--- src/common/rf_geom_pkg.sv ---
//--------------------------------------
// Geometry of the power-gated register file
// Word width, bank depth, bank count and the
// address widths derived from them
//--------------------------------------

package rf_geom_pkg;

    //--------------------------------------
    // Word and bank sizes
    //--------------------------------------

    // Width of one stored word
    localparam int unsigned DATA_W = 100;

    // Entries held by one bank
    localparam int unsigned BANK_DEPTH = 4;

    // Banks working side by side
    localparam int unsigned NUM_BANKS = 2;

    //--------------------------------------
    // Address widths
    //--------------------------------------

    // Bank-local address, the low bits of the full address
    localparam int unsigned BANK_ADDR_W = $clog2(BANK_DEPTH);

    // Full address, the top bit picks the bank
    localparam int unsigned ADDR_W = BANK_ADDR_W + $clog2(NUM_BANKS);

endpackage

--- src/common/rf_pwr_pkg.sv ---
//--------------------------------------
// Power-gate definitions
// State encoding of the bank controller and
// the length of the wake sequence
//--------------------------------------

package rf_pwr_pkg;

    //--------------------------------------
    // Controller state
    //--------------------------------------

    // Width of the encoded state
    localparam int unsigned PG_STATE_W = 2;

    // PG_ON is the only state where the bank may be accessed
    typedef enum logic [PG_STATE_W-1:0] {
        PG_ON      = 2'b00,
        PG_ISOLATE = 2'b01,
        PG_OFF     = 2'b10,
        PG_WAKE    = 2'b11
    } pg_state_e;

    //--------------------------------------
    // Sequencing
    //--------------------------------------

    // Cycles spent in PG_WAKE before the bank is usable again
    localparam int unsigned PG_WAKE_CYCLES = 4;

    // Counter width that covers the wake cycles
    localparam int unsigned PG_WAKE_CNT_W = $clog2(PG_WAKE_CYCLES);

endpackage

--- src/rtl/rf_bank/rf_array.sv ---
//--------------------------------------
// Storage array of one bank
// Synchronous write, registered read and
// clear of all entries on power down
//--------------------------------------

`timescale 1ns/1ps

module rf_array (
     input  logic                                clk
    ,input  logic                                rst

    ,input  logic                                we
    ,input  logic [rf_geom_pkg::BANK_ADDR_W-1:0] waddr
    ,input  logic [rf_geom_pkg::DATA_W-1:0]      wdata

    ,input  logic                                re
    ,input  logic [rf_geom_pkg::BANK_ADDR_W-1:0] raddr

    ,input  logic                                clear

    ,output logic [rf_geom_pkg::DATA_W-1:0]      rdata
);

    // One word per bank entry
    logic [rf_geom_pkg::DATA_W-1:0] mem [rf_geom_pkg::BANK_DEPTH];

    //--------------------------------------
    // Write side
    //--------------------------------------

    // Reset and the power-down clear both wipe the whole array
    // A write lands on the same edge that samples we, so a read
    // strobed in the next cycle already sees the new word
    always_ff @(posedge clk) begin
        if (rst || clear) begin
            for (int i = 0; i < rf_geom_pkg::BANK_DEPTH; i++) begin
                mem[i] <= '0;
            end
        end else if (we) begin
            mem[waddr] <= wdata;
        end
    end

    //--------------------------------------
    // Read side
    //--------------------------------------

    // Output register holds the last word read until the next strobe
    always_ff @(posedge clk) begin
        if (re) begin
            rdata <= mem[raddr];
        end
    end

    //--------------------------------------
    // Checks
    //--------------------------------------

    // The controller only clears while the bank is off, and the bank
    // blocks writes in every state but PG_ON, so both never meet here
    a_no_write_during_clear : assert property (
        @(posedge clk) disable iff (rst)
        !(we && clear)
    );

endmodule

--- src/rtl/rf_bank/rf_pg_bank.sv ---
//--------------------------------------
// One power-gated bank
// Controller plus array, with access gated
// by power state and isolated read data
//--------------------------------------

`timescale 1ns/1ps

module rf_pg_bank (
     input  logic                                clk
    ,input  logic                                rst

    ,input  logic                                we
    ,input  logic [rf_geom_pkg::BANK_ADDR_W-1:0] waddr
    ,input  logic [rf_geom_pkg::DATA_W-1:0]      wdata

    ,input  logic                                re
    ,input  logic [rf_geom_pkg::BANK_ADDR_W-1:0] raddr
    ,output logic [rf_geom_pkg::DATA_W-1:0]      rdata
    ,output logic                                rd_ok

    // Power chain
    ,input  logic                                pwr_enable_b_in
    ,output logic                                pwr_enable_b_out
);

    logic                           isol;
    logic                           clear;
    logic                           pg_on;
    logic                           arr_we;
    logic                           arr_re;
    logic [rf_geom_pkg::DATA_W-1:0] arr_rdata;

    // Isolation as it stood when the current read result was captured
    logic                           rd_isol;

    //--------------------------------------
    // Power-gate controller
    //--------------------------------------

    rf_pg_ctrl u_pg_ctrl (
         .clk              (clk)
        ,.rst              (rst)
        ,.pwr_enable_b_in  (pwr_enable_b_in)
        ,.pwr_enable_b_out (pwr_enable_b_out)
        ,.isol             (isol)
        ,.clear            (clear)
        ,.pg_on            (pg_on)
    );

    //--------------------------------------
    // Access gating
    //--------------------------------------

    // Writes to a bank that is not fully on are dropped,
    // reads are refused and reported through rd_ok
    assign arr_we = we && pg_on;
    assign arr_re = re && pg_on;

    rf_array u_array (
         .clk   (clk)
        ,.rst   (rst)
        ,.we    (arr_we)
        ,.waddr (waddr)
        ,.wdata (wdata)
        ,.re    (arr_re)
        ,.raddr (raddr)
        ,.clear (clear)
        ,.rdata (arr_rdata)
    );

    // Both flags line up with the registered array output
    always_ff @(posedge clk) begin
        if (rst) begin
            rd_ok   <= 1'b0;
            rd_isol <= 1'b0;
        end else begin
            rd_ok   <= arr_re;
            rd_isol <= isol;
        end
    end

    //--------------------------------------
    // Output isolation
    //--------------------------------------

    // Clamp to zero while the data comes from a bank that was not on
    assign rdata = rd_isol ? '0 : arr_rdata;

    //--------------------------------------
    // Checks
    //--------------------------------------

    // The array is never written while the controller isolates it
    a_no_write_isolated : assert property (
        @(posedge clk) disable iff (rst)
        arr_we |-> !isol
    );

endmodule

--- src/rtl/rf_bank/rf_pg_ctrl.sv ---
//--------------------------------------
// Power-gate controller of one bank
// ON, ISOLATE, OFF and WAKE sequencing with
// isolation, array clear and chained enable
//--------------------------------------

`timescale 1ns/1ps

module rf_pg_ctrl (
     input  logic clk
    ,input  logic rst

    // Active-low power request in, and the same request passed on
    ,input  logic pwr_enable_b_in
    ,output logic pwr_enable_b_out

    ,output logic isol
    ,output logic clear
    ,output logic pg_on
);

    rf_pwr_pkg::pg_state_e state;
    rf_pwr_pkg::pg_state_e state_nxt;

    // Counts the cycles already spent in PG_WAKE
    logic [rf_pwr_pkg::PG_WAKE_CNT_W-1:0] wake_cnt;

    //--------------------------------------
    // Next state
    //--------------------------------------

    // A request is only looked at in PG_ON and PG_OFF, so a request
    // that flips during ISOLATE or WAKE waits until the sequence ends
    always_comb begin
        state_nxt = state;
        case (state)
            rf_pwr_pkg::PG_ON: begin
                if (pwr_enable_b_in) begin
                    state_nxt = rf_pwr_pkg::PG_ISOLATE;
                end
            end
            rf_pwr_pkg::PG_ISOLATE: begin
                // Outputs are clamped for one cycle before the bank drops
                state_nxt = rf_pwr_pkg::PG_OFF;
            end
            rf_pwr_pkg::PG_OFF: begin
                if (!pwr_enable_b_in) begin
                    state_nxt = rf_pwr_pkg::PG_WAKE;
                end
            end
            rf_pwr_pkg::PG_WAKE: begin
                if (wake_cnt == rf_pwr_pkg::PG_WAKE_CNT_W'(rf_pwr_pkg::PG_WAKE_CYCLES - 1)) begin
                    state_nxt = rf_pwr_pkg::PG_ON;
                end
            end
            default: begin
                state_nxt = rf_pwr_pkg::PG_ON;
            end
        endcase
    end

    //--------------------------------------
    // State, wake counter and clear pulse
    //--------------------------------------

    always_ff @(posedge clk) begin
        if (rst) begin
            state    <= rf_pwr_pkg::PG_ON;
            wake_cnt <= '0;
            clear    <= 1'b0;
        end else begin
            state <= state_nxt;
            // Counter rests at zero outside of the wake sequence
            if (state == rf_pwr_pkg::PG_WAKE) begin
                wake_cnt <= wake_cnt + 1'b1;
            end else begin
                wake_cnt <= '0;
            end
            // ISOLATE always leads to OFF, so this marks the first OFF cycle
            clear <= (state == rf_pwr_pkg::PG_ISOLATE);
        end
    end

    //--------------------------------------
    // Outputs
    //--------------------------------------

    assign pg_on = (state == rf_pwr_pkg::PG_ON);

    // The next bank in the chain may only wake once this one is fully on
    assign pwr_enable_b_out = !pg_on;
    assign isol             = !pg_on;

    //--------------------------------------
    // Checks
    //--------------------------------------

    // Power never drops without the isolation cycle in front of it
    a_off_from_isolate : assert property (
        @(posedge clk) disable iff (rst)
        $rose(state == rf_pwr_pkg::PG_OFF) |-> $past(state) == rf_pwr_pkg::PG_ISOLATE
    );

    // PG_ON is entered only from PG_WAKE
    a_on_from_wake : assert property (
        @(posedge clk) disable iff (rst)
        $rose(state == rf_pwr_pkg::PG_ON) |-> $past(state) == rf_pwr_pkg::PG_WAKE
    );

    // Wake lasts exactly the sequencing length and then ends in PG_ON
    a_wake_length : assert property (
        @(posedge clk) disable iff (rst)
        $rose(state == rf_pwr_pkg::PG_WAKE) |->
            (state == rf_pwr_pkg::PG_WAKE) [*rf_pwr_pkg::PG_WAKE_CYCLES]
            ##1 (state == rf_pwr_pkg::PG_ON)
    );

    // The array sees a single-cycle clear per power down
    a_clear_pulse : assert property (
        @(posedge clk) disable iff (rst)
        clear |=> !clear
    );

endmodule

--- src/rtl/rf_pg_8x100.sv ---
//--------------------------------------
// Power-gated 8x100 register file
// Two 4-entry banks on one power chain
// and a merged read port
//--------------------------------------

`timescale 1ns/1ps

module rf_pg_8x100 (
     input  logic                           clk
    ,input  logic                           rst

    ,input  logic                           we
    ,input  logic [rf_geom_pkg::ADDR_W-1:0] waddr
    ,input  logic [rf_geom_pkg::DATA_W-1:0] wdata

    ,input  logic                           re
    ,input  logic [rf_geom_pkg::ADDR_W-1:0] raddr
    ,output logic                           rvalid
    ,output logic                           rerr
    ,output logic [rf_geom_pkg::DATA_W-1:0] rdata

    // Power chain, active low
    ,input  logic                           pwr_enable_b
    ,output logic                           pwr_enable_b_out
);

    logic                              wsel;
    logic                              rsel;
    logic [rf_geom_pkg::DATA_W-1:0]    bank_rdata [rf_geom_pkg::NUM_BANKS];
    logic [rf_geom_pkg::NUM_BANKS-1:0] bank_rd_ok;

    // Link i feeds bank i, the last link leaves the chip
    logic [rf_geom_pkg::NUM_BANKS:0]   pwr_chain;

    //--------------------------------------
    // Address decode
    //--------------------------------------

    // Top address bit picks the bank
    assign wsel = waddr[rf_geom_pkg::ADDR_W-1];
    assign rsel = raddr[rf_geom_pkg::ADDR_W-1];

    assign pwr_chain[0]     = pwr_enable_b;
    assign pwr_enable_b_out = pwr_chain[rf_geom_pkg::NUM_BANKS];

    //--------------------------------------
    // Banks
    //--------------------------------------

    for (genvar g = 0; g < rf_geom_pkg::NUM_BANKS; g++) begin : g_bank
        logic bank_we;
        logic bank_re;

        // Only the addressed bank sees the strobe, both see the low bits
        assign bank_we = we && (wsel == 1'(g));
        assign bank_re = re && (rsel == 1'(g));

        rf_pg_bank u_bank (
             .clk              (clk)
            ,.rst              (rst)
            ,.we               (bank_we)
            ,.waddr            (waddr[rf_geom_pkg::BANK_ADDR_W-1:0])
            ,.wdata            (wdata)
            ,.re               (bank_re)
            ,.raddr            (raddr[rf_geom_pkg::BANK_ADDR_W-1:0])
            ,.rdata            (bank_rdata[g])
            ,.rd_ok            (bank_rd_ok[g])
            ,.pwr_enable_b_in  (pwr_chain[g])
            ,.pwr_enable_b_out (pwr_chain[g+1])
        );
    end

    //--------------------------------------
    // Read merge
    //--------------------------------------

    rf_read_merge u_read_merge (
         .clk         (clk)
        ,.rst         (rst)
        ,.re          (re)
        ,.rbank       (rsel)
        ,.bank0_rdata (bank_rdata[0])
        ,.bank1_rdata (bank_rdata[1])
        ,.bank0_rd_ok (bank_rd_ok[0])
        ,.bank1_rd_ok (bank_rd_ok[1])
        ,.rvalid      (rvalid)
        ,.rerr        (rerr)
        ,.rdata       (rdata)
    );

endmodule

--- src/rtl/rf_read_merge.sv ---
//--------------------------------------
// Read merge of the two banks
// One read port with valid and error strobes
//--------------------------------------

`timescale 1ns/1ps

module rf_read_merge (
     input  logic                           clk
    ,input  logic                           rst

    // Read request as seen at the top level
    ,input  logic                           re
    ,input  logic                           rbank

    // Registered results of both banks
    ,input  logic [rf_geom_pkg::DATA_W-1:0] bank0_rdata
    ,input  logic [rf_geom_pkg::DATA_W-1:0] bank1_rdata
    ,input  logic                           bank0_rd_ok
    ,input  logic                           bank1_rd_ok

    ,output logic                           rvalid
    ,output logic                           rerr
    ,output logic [rf_geom_pkg::DATA_W-1:0] rdata
);

    logic                           rvalid_q;
    logic                           rbank_q;
    logic                           sel_ok;
    logic [rf_geom_pkg::DATA_W-1:0] sel_data;

    // Request side is delayed to meet the banks' one-cycle read
    always_ff @(posedge clk) begin
        if (rst) begin
            rvalid_q <= 1'b0;
            rbank_q  <= 1'b0;
        end else begin
            rvalid_q <= re;
            rbank_q  <= rbank;
        end
    end

    //--------------------------------------
    // Result selection
    //--------------------------------------

    assign sel_ok   = rbank_q ? bank1_rd_ok : bank0_rd_ok;
    assign sel_data = rbank_q ? bank1_rdata : bank0_rdata;

    assign rvalid = rvalid_q;

    // A refused read comes back as an error with a zero word
    assign rerr  = rvalid_q && !sel_ok;
    assign rdata = (rvalid_q && sel_ok) ? sel_data : '0;

    //--------------------------------------
    // Checks
    //--------------------------------------

    // Every error belongs to a read that was strobed the cycle before
    a_err_has_read : assert property (
        @(posedge clk) disable iff (rst)
        rerr |-> rvalid && $past(re)
    );

endmodule

--- config.mk ---
export PLATFORM = sky130hd
export DESIGN_NAME = rf_pg_8x100
export DESIGN_NICKNAME = d
export VERILOG_FILES = /design/src/common/rf_geom_pkg.sv /design/src/common/rf_pwr_pkg.sv /design/src/rtl/rf_bank/rf_array.sv /design/src/rtl/rf_bank/rf_pg_bank.sv /design/src/rtl/rf_bank/rf_pg_ctrl.sv /design/src/rtl/rf_pg_8x100.sv /design/src/rtl/rf_read_merge.sv
export SDC_FILE = /design/constraint.sdc
export NUM_CORES = 1
export LEC_CHECK = 0
export ABC_AREA = 0
export BUFFER_PORTS_ARGS = -buffer_cell sky130_fd_sc_hd__buf_2
export CAP_MARGIN = 20
export CORE_MARGIN = 3
export CORE_UTILIZATION = 35
export DETAILED_ROUTE_END_ITERATION = 10
export GPL_TIMING_DRIVEN = 0
export PLACE_DENSITY = 0.62
export SYNTH_ARGS = -nofsm -noshare
export SYNTH_HDL_FRONTEND = slang
export SYNTH_SLANG_ARGS = --single-unit
--- constraint.sdc ---
create_clock -name clk -period 8.2 [get_ports clk]
set_input_delay 0.82 -clock clk [delete_from_list [all_inputs] [get_ports clk]]
set_output_delay 0.82 -clock clk [all_outputs]
set_load 0.05 [all_outputs]
==> impl_metrics.csv <==
group,metric,value,unit
drt,routedWlPerCell,23.9,um
hold_path,hp-class,"input pin to flop",
worst_setup_path,reg2reg_from,"g_bank[0].u_bank.u_pg_ctrl.state[0]",
yosys,yosysSeqAreaShare,71.6,%
worst_setup_path,critPathKind,"flop to primary output",
clock_tree,cts_tree,"yes",
worst_setup_path,critPathRequiredTime,7.38,ns
layout,layout-drive-gt1-share,24.2,%
yosys,synthArstFlopShare,0,%
yosys,synth_cells,2462,
drt,first_iter_violations,1667,
yosys,synth.top_cells.by_count,"edfxtp_1, and2_1, mux4_2",
placed_design,dp_hpwl,72700,um
pwr,power,13200,uW
die,start_util,35.3,%
die,dieArea,125000,sq um
clock_tree,cts_inserted_buffers,98,
worst_setup_path,ff2ff_setup_slack,4.81,ns
yosys,ys_top_cells_by_area,"edfxtp_1, and2_1, mux4_2",
worst_setup_path,startpoint,"u_read_merge.rbank_q",
clock_tree,h-tree-depth,3,
timing,setup_violations,0,
yosys,ys_seq_elements,1016,
layout,nets,2939,
global_routing,grt_pass1_vias,23600,
drt,ant_nets,0,
drt,routed_wl,108000,um
yosys,synth_edf_count,1000,
yosys,synth_top_family_by_area,"simple AND/OR/NAND/NOR gates",
timing,finalCritPeriodShare,51.6,%
yosys,synth_compound_area_share,1.97,%
yosys,synth_xor_area_share,0,%
yosys,syn_avg_cell_area,17.2,sq um
hold_path,hp-start,"raddr[2]",
layout,fillers,10700,
clock_tree,clk_pin_slew,0.06,ns
yosys,synth_ff_type,"edfxtp_1",
die,num_rows,127,
timing,slew_viol_final,0,
timing,finalSetupTns,0,ns
layout,seqCellArea,30300,sq um
clock_tree,cts.root.buffer_cell,"clkbuf_16",
run,maxCapViolations,0,
worst_setup_path,cp.arrival,3.41,ns
drt,drt-pass1-iter-count,5,
yosys,yosysTopAreaCellShare,70.9,%
yosys,synth_fp_nets,2583,
drt,vias_per_cell,4.88,
clock_tree,clk_latency,0.65,ns
yosys,synth-simple-area-share,13.5,%
timing,worst_pin_slew,1.13,ns
yosys,yosysMostFrequentCell,"edfxtp_1",
worst_setup_path,crit_path_start_kind,"flop",
pwr,p_leak,0.0183,uW
worst_setup_path,critPathCaptureType,"primary output",
pwr,vdd_drop_max,0.163,mV
yosys,synth_area,42400,sq um
global_routing,grt_pass1_wl,158000,um
layout,multi_input_area,11300,sq um
placed_design,gp_congestion,0.717,
yosys,synth_mux_area_share,10.7,%
drt,drc_errors,0,
drt,vias,22100,
clock_tree,cts_sinks,1016,
clock_tree,postCtsHoldBufs,0,
global_routing,grt_usage,17.2,%
yosys,synth_fa_ha_area_share,0.295,%
die,pin_count,214,
global_routing,grt_antenna_before_repair,38,
worst_setup_path,path_cells,"nor2b_1 > clkbuf_2 > clkbuf_1 > a22oi_1 > nor2_1 > buf_2",
timing,rsz0062_at_grt,"no",
layout,finish.utilization,41.5,%
die,die_w,354,um
yosys,ys_types,32,
clock_tree,post_cts_buffers,0,
global_routing,grt_max_degree,41,
clock_tree,cts_buffer_depth,3,
global_routing,grt-ovfl-total,0,
worst_setup_path,critPathMaxStageDelay,0.58,ns
layout,area_delta_synth_final,17.5,%
timing,period_needed,4.23,ns
pwr,p_per_area,266,nW/um^2
timing,finClkSkew,0.0191,ns
worst_setup_path,cp_slowest_cell,"clkbuf_2",
placed_design,portBuffers,211,
timing,relSlewSlack,24.5,%
clock_tree,cts_repair_resize_count,0,
timing,fmax,236,MHz
timing,hold_viol,0,
placed_design,placed_area,46500,sq um
layout,postLayoutCellArea,49800,sq um
die,fp.dieH,354,um
yosys,yosys_warnings,0,
die,coreArea,120000,sq um
yosys,yosysTopAreaCell,"edfxtp_1",
worst_setup_path,worstPathMaxFanout,10,
run_status,status,"finished, final reports clean",
-- registers in the layout, indices dropped and copies added (netlist names) --
register and cells:
g_bank.u_bank.rd_isol 2, g_bank.u_bank.rd_ok 2, g_bank.u_bank.u_array.mem 800, g_bank.u_bank.u_array.rdata 200, g_bank.u_bank.u_pg_ctrl.clear 2, g_bank.u_bank.u_pg_ctrl.state 4
g_bank.u_bank.u_pg_ctrl.wake_cnt 4, u_read_merge.rbank_q 1, u_read_merge.rvalid 1
-- stage by stage --
stage / setup slack (ns) / hold slack, ns / instances
3_3_place_gp: -8.63 / 0.413 / 4285
5_1_grt: 3.74 / 0.393 / 4505
4_1_cts: 3.94 / 0.363 / 4500
3_5_place_dp: 4.51 / 0.420 / 4329
6_report: 3.97 / 0.414 / 4527
2_1_floorplan: -0.708 / 0.403 / 2462
-- layout by cell type (no fill, tap or decap), types with 10 or more instances in the layout --
cell type	n
edfxtp_1	1000
buf_2	235
clkbuf_2	41
clkinv_2	13
dfxtp_1	16
clkbuf_1	90
buf_12	24
buf_16	16
bufinv_16	14
diode_2	26
mux4_2	200
nor2_1	105
ha_1	10
clkinv_1	17
clkbuf_16	100
and2_1	800
buf_4	20
a22oi_1	100
-- final cells by class --
type	count	area share, %
sequential	1016	61.0
multi-input combinational	1275	22.7
clock buffer	121	5.18
timing repair buffer	256	4.12
tap	1612	4.05
buffer	163	1.54
clock inverter	50	1.22
antenna	26	0.131
inverter	8	0.0603
-- critical path: cells and delay by family, from the launching register on --
kind	cells	cell delay, ns
buffers and inverters	3	1.52
AOI/OAI and AO/OA	1	0.19
and+or+nand+nor	2	0.62
DFF	1	0.40
-- layer usage --
metal	up-vias	GRT usage [%]	share of wire [%]
met3	174	3.60	6.2
met4	22	5.57	2.9
met5	-	0	0.12
li1	9963	-	-
met1	11400	20.8	39
met2	581	30.8	52
-- final timing paths --
check | endpoint | depth (start not counted)
hold reg to reg | g_bank[0].u_bank.u_pg_ctrl.wake_cnt[0] | 1
setup reg to reg | g_bank[0].u_bank.u_array.mem[0][66] | 9
setup / recovery | rdata[37] | 6
hold / removal | g_bank[0].u_bank.rd_ok | 2
-- kinds of logic (layout without fill, tap and decap cells) --
| logic type | count (synthesis) | in the layout |
|---|---|---|
| and+or+nand+nor | 948 | 948 |
| other | 0 | 26 |
| muxes | 203 | 203 |
| adders and majority gates | 10 | 10 |
| buffers and inverters | 171 | 598 |
| AOI/OAI and AO/OA | 114 | 114 |
| DFF | 1016 | 1016 |
-- power breakdown --
part	internal, uW	total, uW	switching, uW
clock network	2660	4580	1920
logic	666	1750	1080
registers	6710	6920	209
(Power assumes the default switching activity.)
